**config.mk**
```make
export PLATFORM = sky130hd
export DESIGN_NAME = result_packer_flat
export DESIGN_NICKNAME = d
export VERILOG_FILES = /design/src/fpslice_pkg.sv /design/src/lane_bus_if.sv /design/src/result_packer.sv /design/src/flat_wrapper.sv
export SDC_FILE = /design/constraint.sdc
export NUM_CORES = 1
export LEC_CHECK = 0
export CORE_AREA = 2 2 91 93
export DETAILED_ROUTE_END_ITERATION = 16
export DIE_AREA = 0 0 93 95
export DONT_BUFFER_PORTS = 1
export PLACE_DENSITY_LB_ADDON = 0.3
export SLEW_MARGIN = 5
export SYNTH_ARGS = -nofsm -noshare
export SYNTH_HDL_FRONTEND = slang
export SYNTH_SLANG_ARGS = --single-unit
```
**constraint.sdc**
```tcl
create_clock -name vclk -period 0.8
set_input_delay 0 -clock vclk [all_inputs]
set_output_delay 0 -clock vclk [all_outputs]
set_load 0.01 [all_outputs]
```
**src/fpslice_pkg.sv**
```systemverilog
package fpslice_pkg;

  // -----------------------------------------------
  // Widths
  // -----------------------------------------------
  localparam int unsigned DATA_WIDTH = 64;
  localparam int unsigned FP32_WIDTH = 32;
  localparam int unsigned FP16_WIDTH = 16;
  localparam int unsigned NUM_LANES  = DATA_WIDTH / FP16_WIDTH; // Narrowest format sets the count

  typedef logic [DATA_WIDTH-1:0] data_t;      // Full operand or result
  typedef logic [FP32_WIDTH-1:0] lane_data_t; // One lane slot, FP16 uses the low half

  // -----------------------------------------------
  // Formats and operations
  // -----------------------------------------------
  typedef enum logic {
    FP32 = 1'b0,
    FP16 = 1'b1
  } fp_format_e;

  typedef enum logic [2:0] {
    MIN,
    MAX,
    SGNJ,
    SGNJN,
    SGNJX
  } operation_e;

  // -----------------------------------------------
  // Side information
  // -----------------------------------------------
  typedef logic [4:0] status_t; // NV, DZ, OF, UF, NX from msb down
  localparam int unsigned STATUS_NV = 4;

  typedef logic [3:0]           tag_t;
  typedef logic [NUM_LANES-1:0] mask_t;

  // Quiet canonical NaNs
  localparam logic [FP32_WIDTH-1:0] CANONICAL_NAN32 = 32'h7FC0_0000;
  localparam logic [FP16_WIDTH-1:0] CANONICAL_NAN16 = 16'h7E00;

endpackage

```
**src/lane_bus_if.sv**
```systemverilog
interface lane_bus_if;

  logic                                                  valid;
  logic                                                  ready;
  fpslice_pkg::lane_data_t [fpslice_pkg::NUM_LANES-1:0] results;
  fpslice_pkg::status_t    [fpslice_pkg::NUM_LANES-1:0] status;  // Per-lane flags
  fpslice_pkg::mask_t                                    mask;
  fpslice_pkg::fp_format_e                               fmt;
  logic                                                  vector;  // Vectorial op
  fpslice_pkg::tag_t                                     tag;

  // Producer side
  modport src (
    output valid, results, status, mask, fmt, vector, tag,
    input  ready
  );

  // Consumer side
  modport dst (
    input  valid, results, status, mask, fmt, vector, tag,
    output ready
  );

endinterface

```
**src/result_packer.sv**
```systemverilog
module result_packer (
  lane_bus_if.dst                 in_bus,
  input  logic                    out_ready_i,
  output fpslice_pkg::data_t      result_o,
  output fpslice_pkg::status_t    status_o,
  output fpslice_pkg::tag_t       tag_o,
  output logic                    out_valid_o
);

  localparam int unsigned NumFp32Lanes = fpslice_pkg::DATA_WIDTH / fpslice_pkg::FP32_WIDTH;

  fpslice_pkg::mask_t lane_used;

  assign in_bus.ready = out_ready_i; // Packing adds no storage
  assign out_valid_o  = in_bus.valid;
  assign tag_o        = in_bus.tag;

  // Scalar ops use lane 0 only
  always_comb begin : used_lanes
    lane_used = fpslice_pkg::mask_t'(1);
    if (in_bus.vector) begin
      lane_used = (in_bus.fmt == fpslice_pkg::FP16) ? '1
                                                     : fpslice_pkg::mask_t'((1 << NumFp32Lanes) - 1);
    end
  end

  // -----------------------------------------------
  // Packing and status collapse
  // -----------------------------------------------
  always_comb begin : pack
    fpslice_pkg::status_t flags;
    flags    = '0;
    result_o = '1; // NaN-box everything not written below
    for (int l = 0; l < int'(fpslice_pkg::NUM_LANES); l++) begin
      if (lane_used[l]) begin
        if (in_bus.fmt == fpslice_pkg::FP16) begin
          result_o[l*fpslice_pkg::FP16_WIDTH +: fpslice_pkg::FP16_WIDTH] =
              in_bus.results[l][fpslice_pkg::FP16_WIDTH-1:0];
        end else if (l < int'(NumFp32Lanes)) begin
          result_o[l*fpslice_pkg::FP32_WIDTH +: fpslice_pkg::FP32_WIDTH] = in_bus.results[l];
        end
        if (in_bus.mask[l]) begin
          flags |= in_bus.status[l]; // Masked lanes raise nothing
        end
      end
    end
    status_o = flags;
  end

endmodule

```
**src/flat_wrapper.sv**
```systemverilog
// flat-port wrapper written by rule: the top's interface ports become plain ports
module result_packer_flat 
  (out_ready_i, result_o, status_o, tag_o, out_valid_o, in_bus_valid, in_bus_results, in_bus_status, in_bus_mask, in_bus_fmt, in_bus_vector, in_bus_tag, in_bus_ready);
  lane_bus_if in_bus_i ();
  input  logic out_ready_i;
  output fpslice_pkg::data_t result_o;
  output fpslice_pkg::status_t status_o;
  output fpslice_pkg::tag_t tag_o;
  output logic out_valid_o;
  input wire logic [$bits(in_bus_i.valid)-1:0] in_bus_valid;
  input wire logic [$bits(in_bus_i.results)-1:0] in_bus_results;
  input wire logic [$bits(in_bus_i.status)-1:0] in_bus_status;
  input wire logic [$bits(in_bus_i.mask)-1:0] in_bus_mask;
  input wire logic [$bits(in_bus_i.fmt)-1:0] in_bus_fmt;
  input wire logic [$bits(in_bus_i.vector)-1:0] in_bus_vector;
  input wire logic [$bits(in_bus_i.tag)-1:0] in_bus_tag;
  output wire logic [$bits(in_bus_i.ready)-1:0] in_bus_ready;
  assign in_bus_i.valid = in_bus_valid;
  assign in_bus_i.results = in_bus_results;
  assign in_bus_i.status = in_bus_status;
  assign in_bus_i.mask = in_bus_mask;
  assign in_bus_i.fmt = in_bus_fmt;
  assign in_bus_i.vector = in_bus_vector;
  assign in_bus_i.tag = in_bus_tag;
  assign in_bus_ready = in_bus_i.ready;
  result_packer u_core (.in_bus(in_bus_i), .out_ready_i(out_ready_i), .result_o(result_o), .status_o(status_o), .tag_o(tag_o), .out_valid_o(out_valid_o));
endmodule
```
==> summary.txt <==
Status
  – Status: completed

Placed design
  – Routability cong.: 0.727
  – Placed Instance Area: 887 um^2
  – Placed Cells: 208
  – IO Port Bufs: 0
  – DP HPWL: 2.66 mm
  – Pre-CTS setup slack: 0.182 ns

Floorplanning
  – DIE AREA: between 8000 and 9000 um^2
  – Initial Util: 12.0%
  – Site Rows: 33
  – Die X: 93 um
  – I/O Pins: 235
  – Die height: 95 um
  – Placeable core region: 7930 um^2

Timing
  – Slew Limit Fails: 0
  – Tightest Pin Transition: 0.186 ns
  – FMAX: 1600 MHz
  – Setup violations, final: 0
  – Final Hold Fails: 0
  – Part of the cycle the worst path needs: roughly four fifths
  – TNS Setup: 0 ns
  – Final setup margin: roughly 0.17 ns
  – Final worst path period need: roughly 0.63 ns
  – RSZ-0062 raised after global routing: no
  – Hold WS: 0.00000393 ns
  – Relative slew slack: 87.5%

Final layout
  – Final core occ: 11.2%
  – Layout Nets: 265
  – Filler instances: 916
  – Number of clock buffers in the layout: 0
  – Area Overhead vs Synth: -6.46%
  – Post-route insts no fill: 208
  – Share of cells above drive strength 1: 6.80%
  – Antenna Diode Count: 0
  – Final instance area: between 800 and 900 um^2
  – Seq Cell Count: 0
  – Register area: 0 um^2

Pwr
  – Maximum VDD drop: about 0.1 mV
  – Power Density: 497 nW/um^2
  – Design Power: ~440 uW
  – LEAKAGE: ~0.36 nW

Global routing
  – Initial antenna violation count: 0
  – GRT overflow: 0
  – Number of global-route vias before repair: 783
  – Pin count of the biggest net entering global routing: 50
  – Overall routing resource usage: 5.74%
  – First-pass GRT wire length: 3.89 mm

Worst hold path
  – Hold EP: out_valid_o
  – Hold crit path type: primary input to primary output
  – Hold_sp: in_bus_valid
  – Hold depth: 0

Worst setup path
  – Startpoint Class: primary input
  – Critical path startpoint: in_bus_fmt
  – Crit path max fanout: 49
  – Arr. time, crit path: 0.63 ns
  – CP endpoint kind: primary output
  – Type of the worst setup path: primary input to primary output
  – Crit path required time: ~0.80 ns

Yosys
  – Post-Synth Adder-Cell Area: 0%
  – Synth area leader: mux2i_1
  – XOR/XNOR share of the synthesized area: 0%
  – Multiplexer share of the synthesized area: 33.8%
  – Syn nets: 290
  – Synthesized area per cell: about 7.3 um^2
  – Synth cell types: 11
  – Syn Inst Count: 130
  – Mapped cell area: 948 um^2
  – Most common library cells after synthesis: nand2_1 (33), mux2i_1 (32), buf_4 (23), o22a_1 (16)
  – Simple-Gate Fraction of Synth Area: 13.1%
  – Ys Warns: 0
  – Most frequent cell after synthesis: nand2_1
  – Top cell type's share of synthesized area: 33.8%
  – Post-synthesis compound-gate area fraction: 26.0%
  – Post-synthesis sequential area ratio: 0%
  – Largest family of logic cells by synthesized area: multiplexers
  – Synth area leaders: mux2i_1 (34%), buf_4 (18%), o22a_1 (15%)

Clock network
  – Post-CTS Setup Inserts: 0
  – Cts repair resizes: 0
  – Hold_buf cts: 0

Detailed routing
  – Drt first pass iters: 4
  – DRC Markers: 0
  – DRT iter0 DRCs: 15
  – Average wire per standard cell: between 15 and 20 um
  – Routed WL: between 3 and 4 mm
  – Detail Route Antenna Nets: 0
  – Vias: 908
  – Via density: ~4.4

Job
  – Max Cap Viol: 0
==> power breakdown <==
| part | internal (mW) | switching (mW) | total, mW | leakage, nW |
|---|---|---|---|---|
| clock network | 0 | 0 | 0 | 0 |
| registers | 0 | 0 | 0 | 0 |
| logic | 0.212 | 0.228 | 0.441 | 0.358 |
| total | 0.212 | 0.228 | 0.441 | 0.358 |
==> how the worst max path moves through the flow <==
stage	to	slack, ns	cells past startpoint
floorplan	result_o[49]	0.16	5
global placement	status_o[1]	0.21	4
detailed placement	status_o[2]	0.18	4
CTS	status_o[2]	0.18	4
global route	status_o[2]	0.14	4
finish	status_o[1]	0.17	4
==> per-layer routing <==
metal  vias to the layer above  part of all wire [%]  track usage (%)
met5                         -                     0                0
met4                         0                   2.3             1.72
met3                        16                    14             1.04
met2                        97                    53             12.4
met1                       395                    31             5.29
li1                        400                     -                -
==> logic make-up after synthesis <==
family,count (synthesis)
AO/OA/AOI/OAI,31
buffers and inverters,34
multiplexers,32
AND/OR/NAND/NOR,33
==> critical path, cell delays in order <==
cell,delay (ns)
nand2_1,0.09
buf_12,0.17
o21ai_0,0.20
buf_4,0.16
==> final cells by class <==
class	count	area (um^2)	area share, %
repair buffers	7	65.1	7.33
well taps	105	131	14.8
multi-input cells	96	691	77.9
==> layout by cell type, fill, tap and decap left out <==
master,count
nand2_1,33
mux2i_1,32
o22a_1,16
buf_4,6
a22oi_1,5
a32oi_1,5
o21ai_0,5
buf_12,1
(Power assumes the default switching activity.)
