[src/fpslice_pkg.sv]
package fpslice_pkg;

  // -----------------------------------------------
  // Widths
  // -----------------------------------------------
  localparam int unsigned DATA_WIDTH = 64;
  localparam int unsigned FP32_WIDTH = 32;
  localparam int unsigned FP16_WIDTH = 16;
  localparam int unsigned NUM_LANES  = DATA_WIDTH / FP16_WIDTH; // Narrowest format sets the count

  typedef logic [DATA_WIDTH-1:0] data_t;      // Full operand or result
  typedef logic [FP32_WIDTH-1:0] lane_data_t; // One lane slot, FP16 uses the low half

  // -----------------------------------------------
  // Formats and operations
  // -----------------------------------------------
  typedef enum logic {
    FP32 = 1'b0,
    FP16 = 1'b1
  } fp_format_e;

  typedef enum logic [2:0] {
    MIN,
    MAX,
    SGNJ,
    SGNJN,
    SGNJX
  } operation_e;

  // -----------------------------------------------
  // Side information
  // -----------------------------------------------
  typedef logic [4:0] status_t; // NV, DZ, OF, UF, NX from msb down
  localparam int unsigned STATUS_NV = 4;

  typedef logic [3:0]           tag_t;
  typedef logic [NUM_LANES-1:0] mask_t;

  // Quiet canonical NaNs
  localparam logic [FP32_WIDTH-1:0] CANONICAL_NAN32 = 32'h7FC0_0000;
  localparam logic [FP16_WIDTH-1:0] CANONICAL_NAN16 = 16'h7E00;

endpackage

[src/noncomp_lane.sv]
module noncomp_lane #(
  parameter int unsigned LaneWidth = 32
) (
  input  fpslice_pkg::lane_data_t a_i,
  input  fpslice_pkg::lane_data_t b_i,
  input  fpslice_pkg::operation_e op_i,
  input  fpslice_pkg::fp_format_e fmt_i,
  output fpslice_pkg::lane_data_t result_o,
  output fpslice_pkg::status_t    status_o
);

  // Narrow lanes only ever carry FP16
  localparam bit HasFp32 = (LaneWidth == fpslice_pkg::FP32_WIDTH);

  fpslice_pkg::lane_data_t a_val, b_val; // Operands with unused upper bits cleared
  fpslice_pkg::lane_data_t can_nan;
  fpslice_pkg::lane_data_t sgnj_res;
  fpslice_pkg::lane_data_t res;
  logic [30:0]             mag_a, mag_b;
  logic                    sign_a, sign_b;
  logic                    nan_a, nan_b;
  logic                    quiet_a, quiet_b;
  logic                    inj_sign;
  logic                    a_lt_b;
  logic                    nv;
  logic                    fmt_ok;

  assign fmt_ok = HasFp32 || (fmt_i == fpslice_pkg::FP16);

  // -----------------------------------------------
  // Classification
  // -----------------------------------------------
  always_comb begin : decode
    if (fmt_i == fpslice_pkg::FP16) begin
      a_val   = {16'h0000, a_i[15:0]};
      b_val   = {16'h0000, b_i[15:0]};
      sign_a  = a_i[15];
      sign_b  = b_i[15];
      mag_a   = {16'h0000, a_i[14:0]};
      mag_b   = {16'h0000, b_i[14:0]};
      nan_a   = (&a_i[14:10]) & (|a_i[9:0]); // Exponent all ones, mantissa nonzero
      nan_b   = (&b_i[14:10]) & (|b_i[9:0]);
      quiet_a = a_i[9];
      quiet_b = b_i[9];
      can_nan = {16'h0000, fpslice_pkg::CANONICAL_NAN16};
    end else begin
      a_val   = a_i;
      b_val   = b_i;
      sign_a  = a_i[31];
      sign_b  = b_i[31];
      mag_a   = a_i[30:0];
      mag_b   = b_i[30:0];
      nan_a   = (&a_i[30:23]) & (|a_i[22:0]);
      nan_b   = (&b_i[30:23]) & (|b_i[22:0]);
      quiet_a = a_i[22];
      quiet_b = b_i[22];
      can_nan = fpslice_pkg::CANONICAL_NAN32;
    end
  end

  // Sign-magnitude order, so -0 sorts below +0
  assign a_lt_b = (sign_a != sign_b) ? sign_a
                : (sign_a ? (mag_a > mag_b) : (mag_a < mag_b));

  // -----------------------------------------------
  // Sign injection
  // -----------------------------------------------
  always_comb begin : inject
    case (op_i)
      fpslice_pkg::SGNJN: inj_sign = ~sign_b;
      fpslice_pkg::SGNJX: inj_sign = sign_a ^ sign_b;
      default:            inj_sign = sign_b;
    endcase
  end

  assign sgnj_res = (fmt_i == fpslice_pkg::FP16) ? {16'h0000, inj_sign, a_i[14:0]}
                                                  : {inj_sign, a_i[30:0]};

  always_comb begin : compute
    res = '0;
    nv  = 1'b0;
    case (op_i)
      fpslice_pkg::MIN, fpslice_pkg::MAX: begin
        nv = (nan_a & ~quiet_a) | (nan_b & ~quiet_b); // Signaling input
        if (nan_a && nan_b) begin
          res = can_nan;
        end else if (nan_a) begin
          res = b_val;
        end else if (nan_b) begin
          res = a_val;
        end else if ((op_i == fpslice_pkg::MIN) == a_lt_b) begin
          res = a_val; // A is the min for MIN, not below B for MAX
        end else begin
          res = b_val;
        end
      end
      fpslice_pkg::SGNJ, fpslice_pkg::SGNJN, fpslice_pkg::SGNJX: res = sgnj_res;
      default: res = '0;
    endcase
  end

  always_comb begin : outputs
    result_o                        = fmt_ok ? res : '0;
    status_o                        = '0;
    status_o[fpslice_pkg::STATUS_NV] = nv & fmt_ok;
  end

endmodule

[config.mk]
export PLATFORM = sky130hd
export DESIGN_NAME = noncomp_lane
export DESIGN_NICKNAME = d
export VERILOG_FILES = /design/src/fpslice_pkg.sv /design/src/noncomp_lane.sv
export SDC_FILE = /design/constraint.sdc
export NUM_CORES = 1
export LEC_CHECK = 0
export BUFFER_PORTS_ARGS = -buffer_cell sky130_fd_sc_hd__buf_2
export CAP_MARGIN = 30
export CORE_UTILIZATION = 52
export DETAILED_ROUTE_END_ITERATION = 8
export MAX_ROUTING_LAYER = met4
export PLACE_DENSITY = 0.95
export SLEW_MARGIN = 20
export SYNTH_ARGS = -nofsm -noshare
export SYNTH_HDL_FRONTEND = slang
export SYNTH_SLANG_ARGS = --single-unit
[constraint.sdc]
create_clock -name vclk -period 6.6
set_input_delay 0.33 -clock vclk [all_inputs]
set_output_delay 0.33 -clock vclk [all_outputs]
set_load 0.005 [all_outputs]
==> results of run 1 <==
worst paths after layout:
path	start	endpoint	slack (ps)	cells after the start
hold / removal	b_i[24]	result_o[24]	960	3
setup / recovery	fmt_i	result_o[9]	1980	14
cell usage after synthesis (4+ instances only):
master    count  area share [%]
ha_1         31              20
nand2_1      28             5.4
a22o_1       23              10
a21oi_1      19             4.9
nor2b_1      19             6.1
inv_1        17             3.3
nand4_1      12             3.9
nor2_1       10             1.9
nor4_1        9             2.9
nor3_1        8             2.1
o21ai_0       8             2.1
nand3_1       7             1.8
a32o_1        6             3.1
buf_4         6             2.3
clkbuf_1      6             1.2
and4_1        4             1.8
per-stage QoR:
stage	setup slack (ps)	hold WS (ps)	instance area, sq um	utilization [%]
after floorplan	3040	766	1960	-
after global placement	1900	956	2410	69.6
after detailed placement	2030	957	2430	69.9
after CTS	2030	959	2430	69.9
after global routing	1680	985	2430	69.9
final	1980	957	2430	69.9
worst max-delay path: stages:
cell      delay (ps)
buf_2            270
inv_1            620
nand2_1          180
ha_1             340
a21oi_1          130
o21ai_1           80
a221oi_1         430
nand3b_1         180
mux2i_4          250
or4b_1           160
nand3_1          450
buf_6            350
a221o_1          350
buf_2            130
area by class of cell:
class | count | area [sq um]
tap | 46 | 57.6
multi-input combinational | 236 | 1790
timing repair buffer | 102 | 517
inverter | 17 | 63.8
fill | 312 | 1040
logic make-up after synthesis:
| family | count (synthesis) | share of synthesized area (%) |
|---|---|---|
| XOR/XNOR | 2 | 0.900 |
| multiplexers | 5 | 3.92 |
| adder cells (fa/ha/maj) | 31 | 19.9 |
| AO/OA/AOI/OAI | 78 | 32.0 |
| AND/OR/NAND/NOR | 116 | 34.3 |
| other | 1 | 0.193 |
| buffers and inverters | 34 | 8.68 |
power by group through the flow:
stage	Clock (uW)	Combinational [uW]	Sequential [uW]
global route	0	201	0
CTS	0	181	0
floorplan	0	114	0
detailed placement	0	180	0
global placement	0	173	0
finish	0	184	0
metal layers:
metal,global-route usage [%],up-vias,part of all wire [%]
met3,3.08,24,8.0
met4,9.09,0,2.9
met5,-,-,0
li1,-,1212,-
met1,40.3,1185,41
met2,53.5,143,48
==> summary.txt, run 1 <==
Cells and area
  – Fraction of final layout cells sized beyond drive strength 1: between 30% and 40%
  – Leading cell type in the layout, fill and taps excluded: buf_2
  – Area used by sequential logic in the layout: 0 sq um
  – Non-Filler Instances: 401
  – Top library cells by usage in the layout, fill and taps aside: buf_2 (101), ha_1 (31), nand2_1 (28), a22o_1 (23)
  – Final Net Count: 456
  – Count of flip-flops and latches: 0
  – Area added between synthesis and finish: 24.7%
  – Clkbuf count: 0
  – Count of antenna diodes in the layout: 0

Timing
  – Final worst path period need: 4620 ps
  – Summed negative setup slack over all endpoints: 0 ps
  – Highest clock rate: between 200 and 250 MHz
  – Final cycle utilization of the critical path: 70.1%
  – Number of hold violations in the final report: 0
  – Final slew viol count: 0
  – RSZ-0062 raised after global routing: no
  – Worst-margin pin slew: approximately 730 ps
  – Max-slew headroom: 51.0%
  – Setup violations, final: 0

Placement
  – Dpl cells: 401
  – HPWL Detailed: 5280 um
  – Number of I/O port buffers: 101
  – Routability Congestion: roughly 0.95

Power and ir drop
  – Cell internal pwr: 82.5 uW
  – Sw power: between 100 and 150 uW
  – Sw Ratio: 55.1%
  – Power share of the sequential group: 0%
  – Pwr dens: 75.8 mW/mm^2
  – Worst IR Drop VDD: roughly 0.04 mV
  – Fraction of power consumed by the clock network: 0%
  – Leakage: about 0.0012 uW
  – Part of the total power dissipated in combinational logic: 100.0%
  – Total power: roughly 180 uW

Worst setup path
  – Startpoint class of the critical path: primary input
  – WP data required: around 6300 ps
  – Max Fanout on Critical Path: 27
  – Crit path DAT: between 4000 and 5000 ps
  – Nature of the critical path endpoint: primary output
  – Setup Crit Path Kind: in -> out

Detailed routing
  – Detailed-route vias per instance: 6.39
  – Average detailed-routed wire length per instance: 16.0 um
  – Final ANT Viol Nets: 0
  – Overall via count from detail_route: 2564
  – 1st-iter DRT viols: 230
  – Drt total wl: 6410 um
  – Number of remaining DRC errors: 0
  – Number of search-and-repair iterations in the first detailed-routing pass: 5

GRT
  – Wire length of the first global-routing pass: between 10000 and 15000 um
  – Vias in the first global route: 2326
  – Initial antenna violation count: 0
  – Pin count of the biggest net entering global routing: 28
  – Overall track demand over capacity in global routing: 31.9%
  – Overflow left after global routing: 0

Synthesis
  – Post-synthesis sequential area ratio: 0%
  – Count of warnings emitted by yosys: 0
  – Avg Cell Area, Syn: around 7.3 sq um
  – Count of distinct cell types in the synthesized netlist: 54
  – Count of mapped cells out of synthesis: 267
  – Netlist area before placement: 0.00195 sq mm

Floorplan
  – Chip width: 63.2 um
  – Die Outline Area: 0.00399 sq mm
  – Y dimension of the die: 63.2 um
  – Initial standard-cell utilization of the core: 56.1%
  – Number of cell rows: 21
  – Placeable Area: 0.00347 sq mm
  – # IOs: around 110

Worst hold path
  – Worst hold path type: in -> out

Job
  – Max capacitance violation total: 0

Clocking
  – Count of hold buffers inserted by post-cts repair: 0
  – Post-cts sizing count: 0
  – Post-CTS Setup Repair Bufs: 0

Status
  – Result of the run: finished clean
Power figures use the tool's default switching activity.
==> inputs of run 2 (changes only) <==
Settings changed: CORE_UTILIZATION 52 to 48, PLACE_DENSITY 0.95 to 0.94.
Clock period 6.6 ns to 4.3 ns, I/O delays scaled along.
==> run 2 against run 1 <==
Net effect: first-iteration DRC count fell by 21%; sequential cell count unchanged; critical path depth fell by 2; power grew 55%; cell count rose by 1.0%; via count increased by 1.1%; die area is 8.1% higher; critical path type unchanged; largest cell class unchanged.
==> summary.txt, run 2 (synthesis gave the netlist of run 1 again) <==
Floorplan
  – # IOs: 105 (unchanged)
  – Initial standard-cell utilization of the core: 51.6% (was 56.1%)
  – Number of cell rows: 22 (was 21)
  – Placeable Area: 0.00377 sq mm (was 0.00347 sq mm)
  – Die Outline Area: 0.00431 sq mm (was 0.00399 sq mm)
  – Y dimension of the die: 65.7 um (was 63.2 um)
  – Chip width: 65.7 um (was 63.2 um)

Cells and area
  – Number of fillers in the final layout: 326 (was 312)
  – Area added between synthesis and finish: 25.4% (was 24.7%)
  – Leading cell type in the layout, fill and taps excluded: buf_2 (unchanged)
  – Fraction of final layout cells sized beyond drive strength 1: 33.6% (was 33.2%)
  – Final Net Count: 458 (was 456)
  – Non-Filler Instances: 405 (was 401)
  – Multi-input gate area in the final layout: 0.00179 sq mm (unchanged)
  – Clkbuf count: 0 (unchanged)
  – Area used by sequential logic in the layout: 0 sq um (unchanged)
  – Count of antenna diodes in the layout: 0 (unchanged)
  – Top library cells by usage in the layout, fill and taps aside: buf_2 (101), ha_1 (31), nand2_1 (28), a22o_1 (23) (unchanged)
  – Count of flip-flops and latches: 0 (unchanged)

Timing
  – Final cycle utilization of the critical path: 93.0%
  – RSZ-0062 raised after global routing: no (unchanged)
  – Final slew viol count: 0 (unchanged)
  – Post-Route Hold Slack: 727 ps (was 957 ps)
  – Summed negative setup slack over all endpoints: 0 ps (unchanged)
  – Setup violations, final: 0 (unchanged)
  – Max-slew headroom: 52.8% (was 51.0%)
  – Worst-margin pin slew: 708 ps (was 735 ps)
  – Highest clock rate: 250 MHz
  – Final worst path period need: 4000 ps
  – Number of hold violations in the final report: 0 (unchanged)

GRT
  – Initial antenna violation count: 0 (unchanged)
  – Vias in the first global route: 2317 (was 2326)
  – Wire length of the first global-routing pass: 10500 um (was 10300 um)
  – Overflow left after global routing: 0 (unchanged)
  – Pin count of the biggest net entering global routing: 27 (was 28)
  – Overall track demand over capacity in global routing: 30.7% (was 31.9%)

Detailed routing
  – Overall via count from detail_route: 2592 (was 2564)
  – Met2 wire len: 3110 um (was 3070 um)
  – Met3 WL post-DR: 452 um (was 511 um)
  – Uppermost signal routing layer after detailed routing: met4 (unchanged)
  – 1st-iter DRT viols: 181 (was 230)
  – Drt total wl: 6570 um (was 6410 um)
  – Final ANT Viol Nets: 0 (unchanged)
  – Detailed-route vias per instance: 6.40 (was 6.39)
  – Number of search-and-repair iterations in the first detailed-routing pass: 5 (unchanged)
  – Number of remaining DRC errors: 0 (unchanged)
  – Routed length on met1: 2840 um (was 2640 um)
  – Average detailed-routed wire length per instance: 16.2 um (was 16.0 um)

Status
  – Result of the run: finished clean (unchanged)

Worst setup path
  – Max Fanout on Critical Path: 25 (was 27)
  – Timing startpoint of the critical path: fmt_i (unchanged)
  – Nature of the critical path endpoint: primary output (unchanged)
  – WP data required: 4090 ps (was 6270 ps)
  – CP Cell Sequence: buf_2 > inv_1 > nand2_1 > ha_1 > nand4_1 > o21ai_0 > o311ai_0 > o211ai_2 > or4_1 > and4_1 > a32o_1 > buf_2 (was buf_2 > inv_1 > nand2_1 > ha_1 > a21oi_1 > o21ai_1 > a221oi_1 > nand3b_1 > mux2i_4 > or4b_1 > nand3_1 > buf_6 > a221o_1 > buf_2)
  – Stage delay of the slowest cell on the critical path: 510 ps (was 620 ps)
  – End of the critical path: result_o[20] (was result_o[9])
  – Setup Crit Path Kind: in -> out (unchanged)
  – Library cell appearing most often on the critical path: buf_2 (unchanged)
  – Cell at the slowest stage of the critical path: inv_1 (unchanged)
  – Startpoint class of the critical path: primary input (unchanged)
  – Crit path DAT: 3790 ps (was 4290 ps)

Job
  – Max capacitance violation total: 0 (unchanged)

Placement
  – Number of I/O port buffers: 101 (unchanged)
  – HPWL Detailed: 5370 um (was 5280 um)
  – Routability Congestion: 0.950 (was 0.947)
  – Dpl cells: 405 (was 401)

Power and ir drop
  – Pwr dens: 117 mW/mm^2 (was 75.8 mW/mm^2)
  – Fraction of power consumed by the clock network: 0% (about the same)
  – Sw Ratio: 55.1% (about the same)
  – Cell internal pwr: 128 uW (was 82.5 uW)
  – Leakage: 0.00122 uW (was 0.00121 uW)
  – Power share of the sequential group: 0% (about the same)
  – Sw power: 157 uW (was 101 uW)
  – Worst IR Drop VDD: 0.0614 mV (was 0.0391 mV)
  – Part of the total power dissipated in combinational logic: 100.0% (about the same)

Clocking
  – Post-CTS Setup Repair Bufs: 0 (unchanged)
  – Post-cts sizing count: 0 (unchanged)
  – Count of hold buffers inserted by post-cts repair: 0 (unchanged)

Worst hold path
  – Worst hold path type: in -> out (unchanged)
==> run 2: cell type report <==
class	count	share of cell area [%]
inverters	17	2.62
multi-input cells	236	73.3
well taps	48	2.46
repair buffers	104	21.6
==> run 2: power groups by stage <==
stage | clock (uW) | sequential (uW) | combinational (uW)
floorplan | 0 | 0 | 175
global placement | 0 | 0 | 268
detailed placement | 0 | 0 | 278
CTS | 0 | 0 | 279
global route | 0 | 0 | 312
finish | 0 | 0 | 285
==> run 2: worst min path at each step <==
stage | startpoint | end | slack, ps | cells after the start
2_1_floorplan | b_i[22] | result_o[22] | 540 | 1
3_3_place_gp | b_i[6] | result_o[6] | 730 | 3
3_5_place_dp | b_i[6] | result_o[6] | 720 | 3
4_1_cts | b_i[6] | result_o[6] | 730 | 3
5_1_grt | b_i[1] | result_o[1] | 740 | 3
6_report | b_i[6] | result_o[6] | 730 | 3
==> run 2: worst max-delay path, delay by kind of cell <==
| family | cells | cell delay (ps) |
|---|---|---|
| simple gates | 4 | 1270 |
| compound gates | 4 | 1160 |
| fa+ha+maj | 1 | 370 |
| buf+inv | 3 | 750 |
==> run 2: routing by layer <==
| layer | vias to the layer above | global-route usage (%) |
|---|---|---|
| met1 | 1199 | 40.4 |
| met4 | 0 | 6.79 |
| met5 | - | - |
| met3 | 27 | 1.04 |
| met2 | 151 | 51.5 |
| li1 | 1215 | - |
==> run 2: per-stage QoR <==
step                util, %  area, sq um  setup slack [ps]  total power [uW]
floorplan                 -         1960               972               175
global placement       64.7         2440               545               268
detailed placement     64.7         2440               417               278
CTS                    64.7         2440               396               279
global route           64.7         2440              58.6               312
finish                 64.7         2440               300               285
==> inputs of run 3 (changes only) <==
==> constraint.sdc (replaced) <==
create_clock -name vclk -period 4.3
set_input_delay 0.645 -clock vclk [all_inputs]
set_output_delay 0.645 -clock vclk [all_outputs]
set_load 0.005 [all_outputs]
==> run 3 against run 2 <==
Net effect: combinational power up 18%; cell area up 11%; sequential cell count unchanged; critical path depth up 3; largest cell class unchanged.
==> summary.txt, run 3 (synthesis gave the netlist of run 1 again) <==
GRT
  – Pin count of the biggest net entering global routing: 26 (was 27)
  – Initial antenna violation count: 0 (unchanged)
  – Wire length of the first global-routing pass: 11000 um (was 10500 um)
  – Global-route track usage on met3: 3.47% (was 1.04%)
  – GR Util met1: 40.9% (was 40.4%)
  – Overall track demand over capacity in global routing: 32.1% (was 30.7%)
  – Busiest layer in global routing: met2 (unchanged)
  – Vias in the first global route: 2473 (was 2317)
  – Overflow left after global routing: 0 (unchanged)
  – Grt met2 use: 53.2% (was 51.5%)

Worst setup path
  – Max Fanout on Critical Path: 13 (was 25)
  – Stage delay of the slowest cell on the critical path: 510 ps (about the same)
  – Crit path DAT: 3610 ps (was 3790 ps)
  – WP data required: 3650 ps (was 4090 ps)
  – Timing startpoint of the critical path: fmt_i (unchanged)
  – Kind of cell adding the most delay to the critical path: simple AND/OR/NAND/NOR gates (unchanged)
  – Startpoint class of the critical path: primary input (unchanged)
  – Setup Crit Path Kind: in -> out (unchanged)
  – CP Cell Sequence: buf_2 > inv_2 > buf_12 > nand2_1 > ha_4 > nand4_1 > nor2_2 > nand4_1 > a31o_2 > mux2i_4 > or4_4 > and4_4 > buf_4 > a22o_1 > buf_2 (was buf_2 > inv_1 > nand2_1 > ha_1 > nand4_1 > o21ai_0 > o311ai_0 > o211ai_2 > or4_1 > and4_1 > a32o_1 > buf_2)
  – Critical path buffers and inverters: 5 (was 3)
  – Cell at the slowest stage of the critical path: or4_4 (was inv_1)
  – Nature of the critical path endpoint: primary output (unchanged)

Detailed routing
  – Detailed-route vias per instance: 6.54 (was 6.40)
  – Final ANT Viol Nets: 0 (unchanged)
  – Number of remaining DRC errors: 0 (unchanged)
  – Number of search-and-repair iterations in the first detailed-routing pass: 5 (unchanged)
  – Drt total wl: 7390 um (was 6570 um)
  – Overall via count from detail_route: 2761 (was 2592)
  – 1st-iter DRT viols: 251 (was 181)
  – Average detailed-routed wire length per instance: 17.5 um (was 16.2 um)

Timing
  – Final slew viol count: 0 (unchanged)
  – Post-Route Hold Slack: 1590 ps (was 727 ps)
  – Worst-margin pin slew: 501 ps (was 708 ps)
  – Max-slew headroom: 66.2% (was 52.8%)
  – Number of hold violations in the final report: 0 (unchanged)
  – Highest clock rate: 235 MHz (was 250 MHz)
  – Setup violations, final: 0 (unchanged)
  – Final worst path period need: 4250 ps (was 4000 ps)
  – Final cycle utilization of the critical path: 98.9% (was 93.0%)

Cells and area
  – Count of flip-flops and latches: 0 (unchanged)
  – Count of antenna diodes in the layout: 0 (unchanged)
  – Non-Filler Instances: 422 (was 405)
  – Leading cell type in the layout, fill and taps excluded: buf_2 (unchanged)
  – Fraction of final layout cells sized beyond drive strength 1: 41.4% (was 33.6%)
  – Top library cells by usage in the layout, fill and taps aside: buf_2 (101), ha_1 (28), nand2_1 (27), a22o_1 (23), a21oi_1 (19) (was buf_2 (101), ha_1 (31), nand2_1 (28), a22o_1 (23))
  – Area used by sequential logic in the layout: 0 sq um (unchanged)
  – Area added between synthesis and finish: 39.1% (was 25.4%)
  – Final Net Count: 475 (was 458)
  – Clkbuf count: 0 (unchanged)

Clocking
  – Count of hold buffers inserted by post-cts repair: 0 (unchanged)

Placement
  – Routability Congestion: 0.988 (was 0.950)
  – Number of I/O port buffers: 101 (unchanged)
  – HPWL Detailed: 5540 um (was 5370 um)
  – Dpl cells: 415 (was 405)

Floorplan
  – Number of cell rows: 22 (unchanged)
  – Y dimension of the die: 65.7 um (unchanged)
  – Placeable Area: 0.00377 sq mm (unchanged)
  – Initial standard-cell utilization of the core: 51.6% (unchanged)
  – Die Outline Area: 0.00431 sq mm (unchanged)
  – Chip width: 65.7 um (unchanged)
  – # IOs: 105 (unchanged)

Status
  – Result of the run: finished clean (unchanged)

Worst hold path
  – Worst hold path type: in -> out (unchanged)
  – Endpoint, Worst Hold: result_o[1] (was result_o[6])
  – Number of instances on the worst hold path: 3 (unchanged)
  – Startpoint of the worst hold path: b_i[1] (was b_i[6])

Power and ir drop
  – Leakage: 0.00134 uW (was 0.00122 uW)
  – Worst IR Drop VDD: 0.0948 mV (was 0.0614 mV)
  – Pwr dens: 124 mW/mm^2 (was 117 mW/mm^2)

Job
  – Max capacitance violation total: 0 (unchanged)
==> run 3: cell count changes in the layout (fill, tap and decap cells not counted), sizes merged <==
cell / change
clkbuf: +1
buf: +16
==> run 3: worst max-delay path by stage <==
stage                   to  cells past startpoint
5_1_grt        result_o[7]                     15
3_3_place_gp   result_o[1]                     15
4_1_cts        result_o[7]                     15
2_1_floorplan  result_o[0]                     15
6_report       result_o[0]                     15
3_5_place_dp   result_o[7]                     15
==> run 3: timing repair <==
action / CTS / global route
pin swaps: 0 / 7
setup endpoints to repair: 9 / 31
cloned: 0 / 1
setup buffers: 0 / 6
resized for setup: 2 / 21
==> run 3: per-stage QoR <==
| stage | total power [uW] | setup TNS (ps) | setup WS, ps | util (%) | instance area (sq um) |
|---|---|---|---|---|---|
| finish | 335 | 0 | 47.7 | 71.8 | 2710 |
| global route | 363 | -671 | -82.1 | 71.8 | 2710 |
| CTS | 297 | 0 | 7.19 | 67.5 | 2540 |
| detailed placement | 295 | -203 | -34.3 | 67.4 | 2540 |
| global placement | 285 | 0 | 132 | 67.4 | 2540 |
| floorplan | 175 | 0 | 112 | - | 1960 |
==> run 3: report_power, final <==
group / switching (uW) / leakage [uW] / internal [uW]
clock network: 0 / 0 / 0
logic: 176 / 0.00134 / 159
registers: 0 / 0 / 0
==> run 3: metal layers <==
metal	up-vias	wire length, um
met5	-	0
met4	0	211
met3	27	777
met2	218	3570
met1	1268	2820
li1	1248	-
==> run 3: tightest hold or removal path, cell delays in order <==
cell and delay [ps]:
buf_2 90, a22o_1 110, buf_2 100
==> run 3: cell type report <==
type,instances,area (sq um)
multi-input cells,236,1880
inverters,17,63.8
fillers,280,1060
well taps,48,60.1
repair buffers,121,702
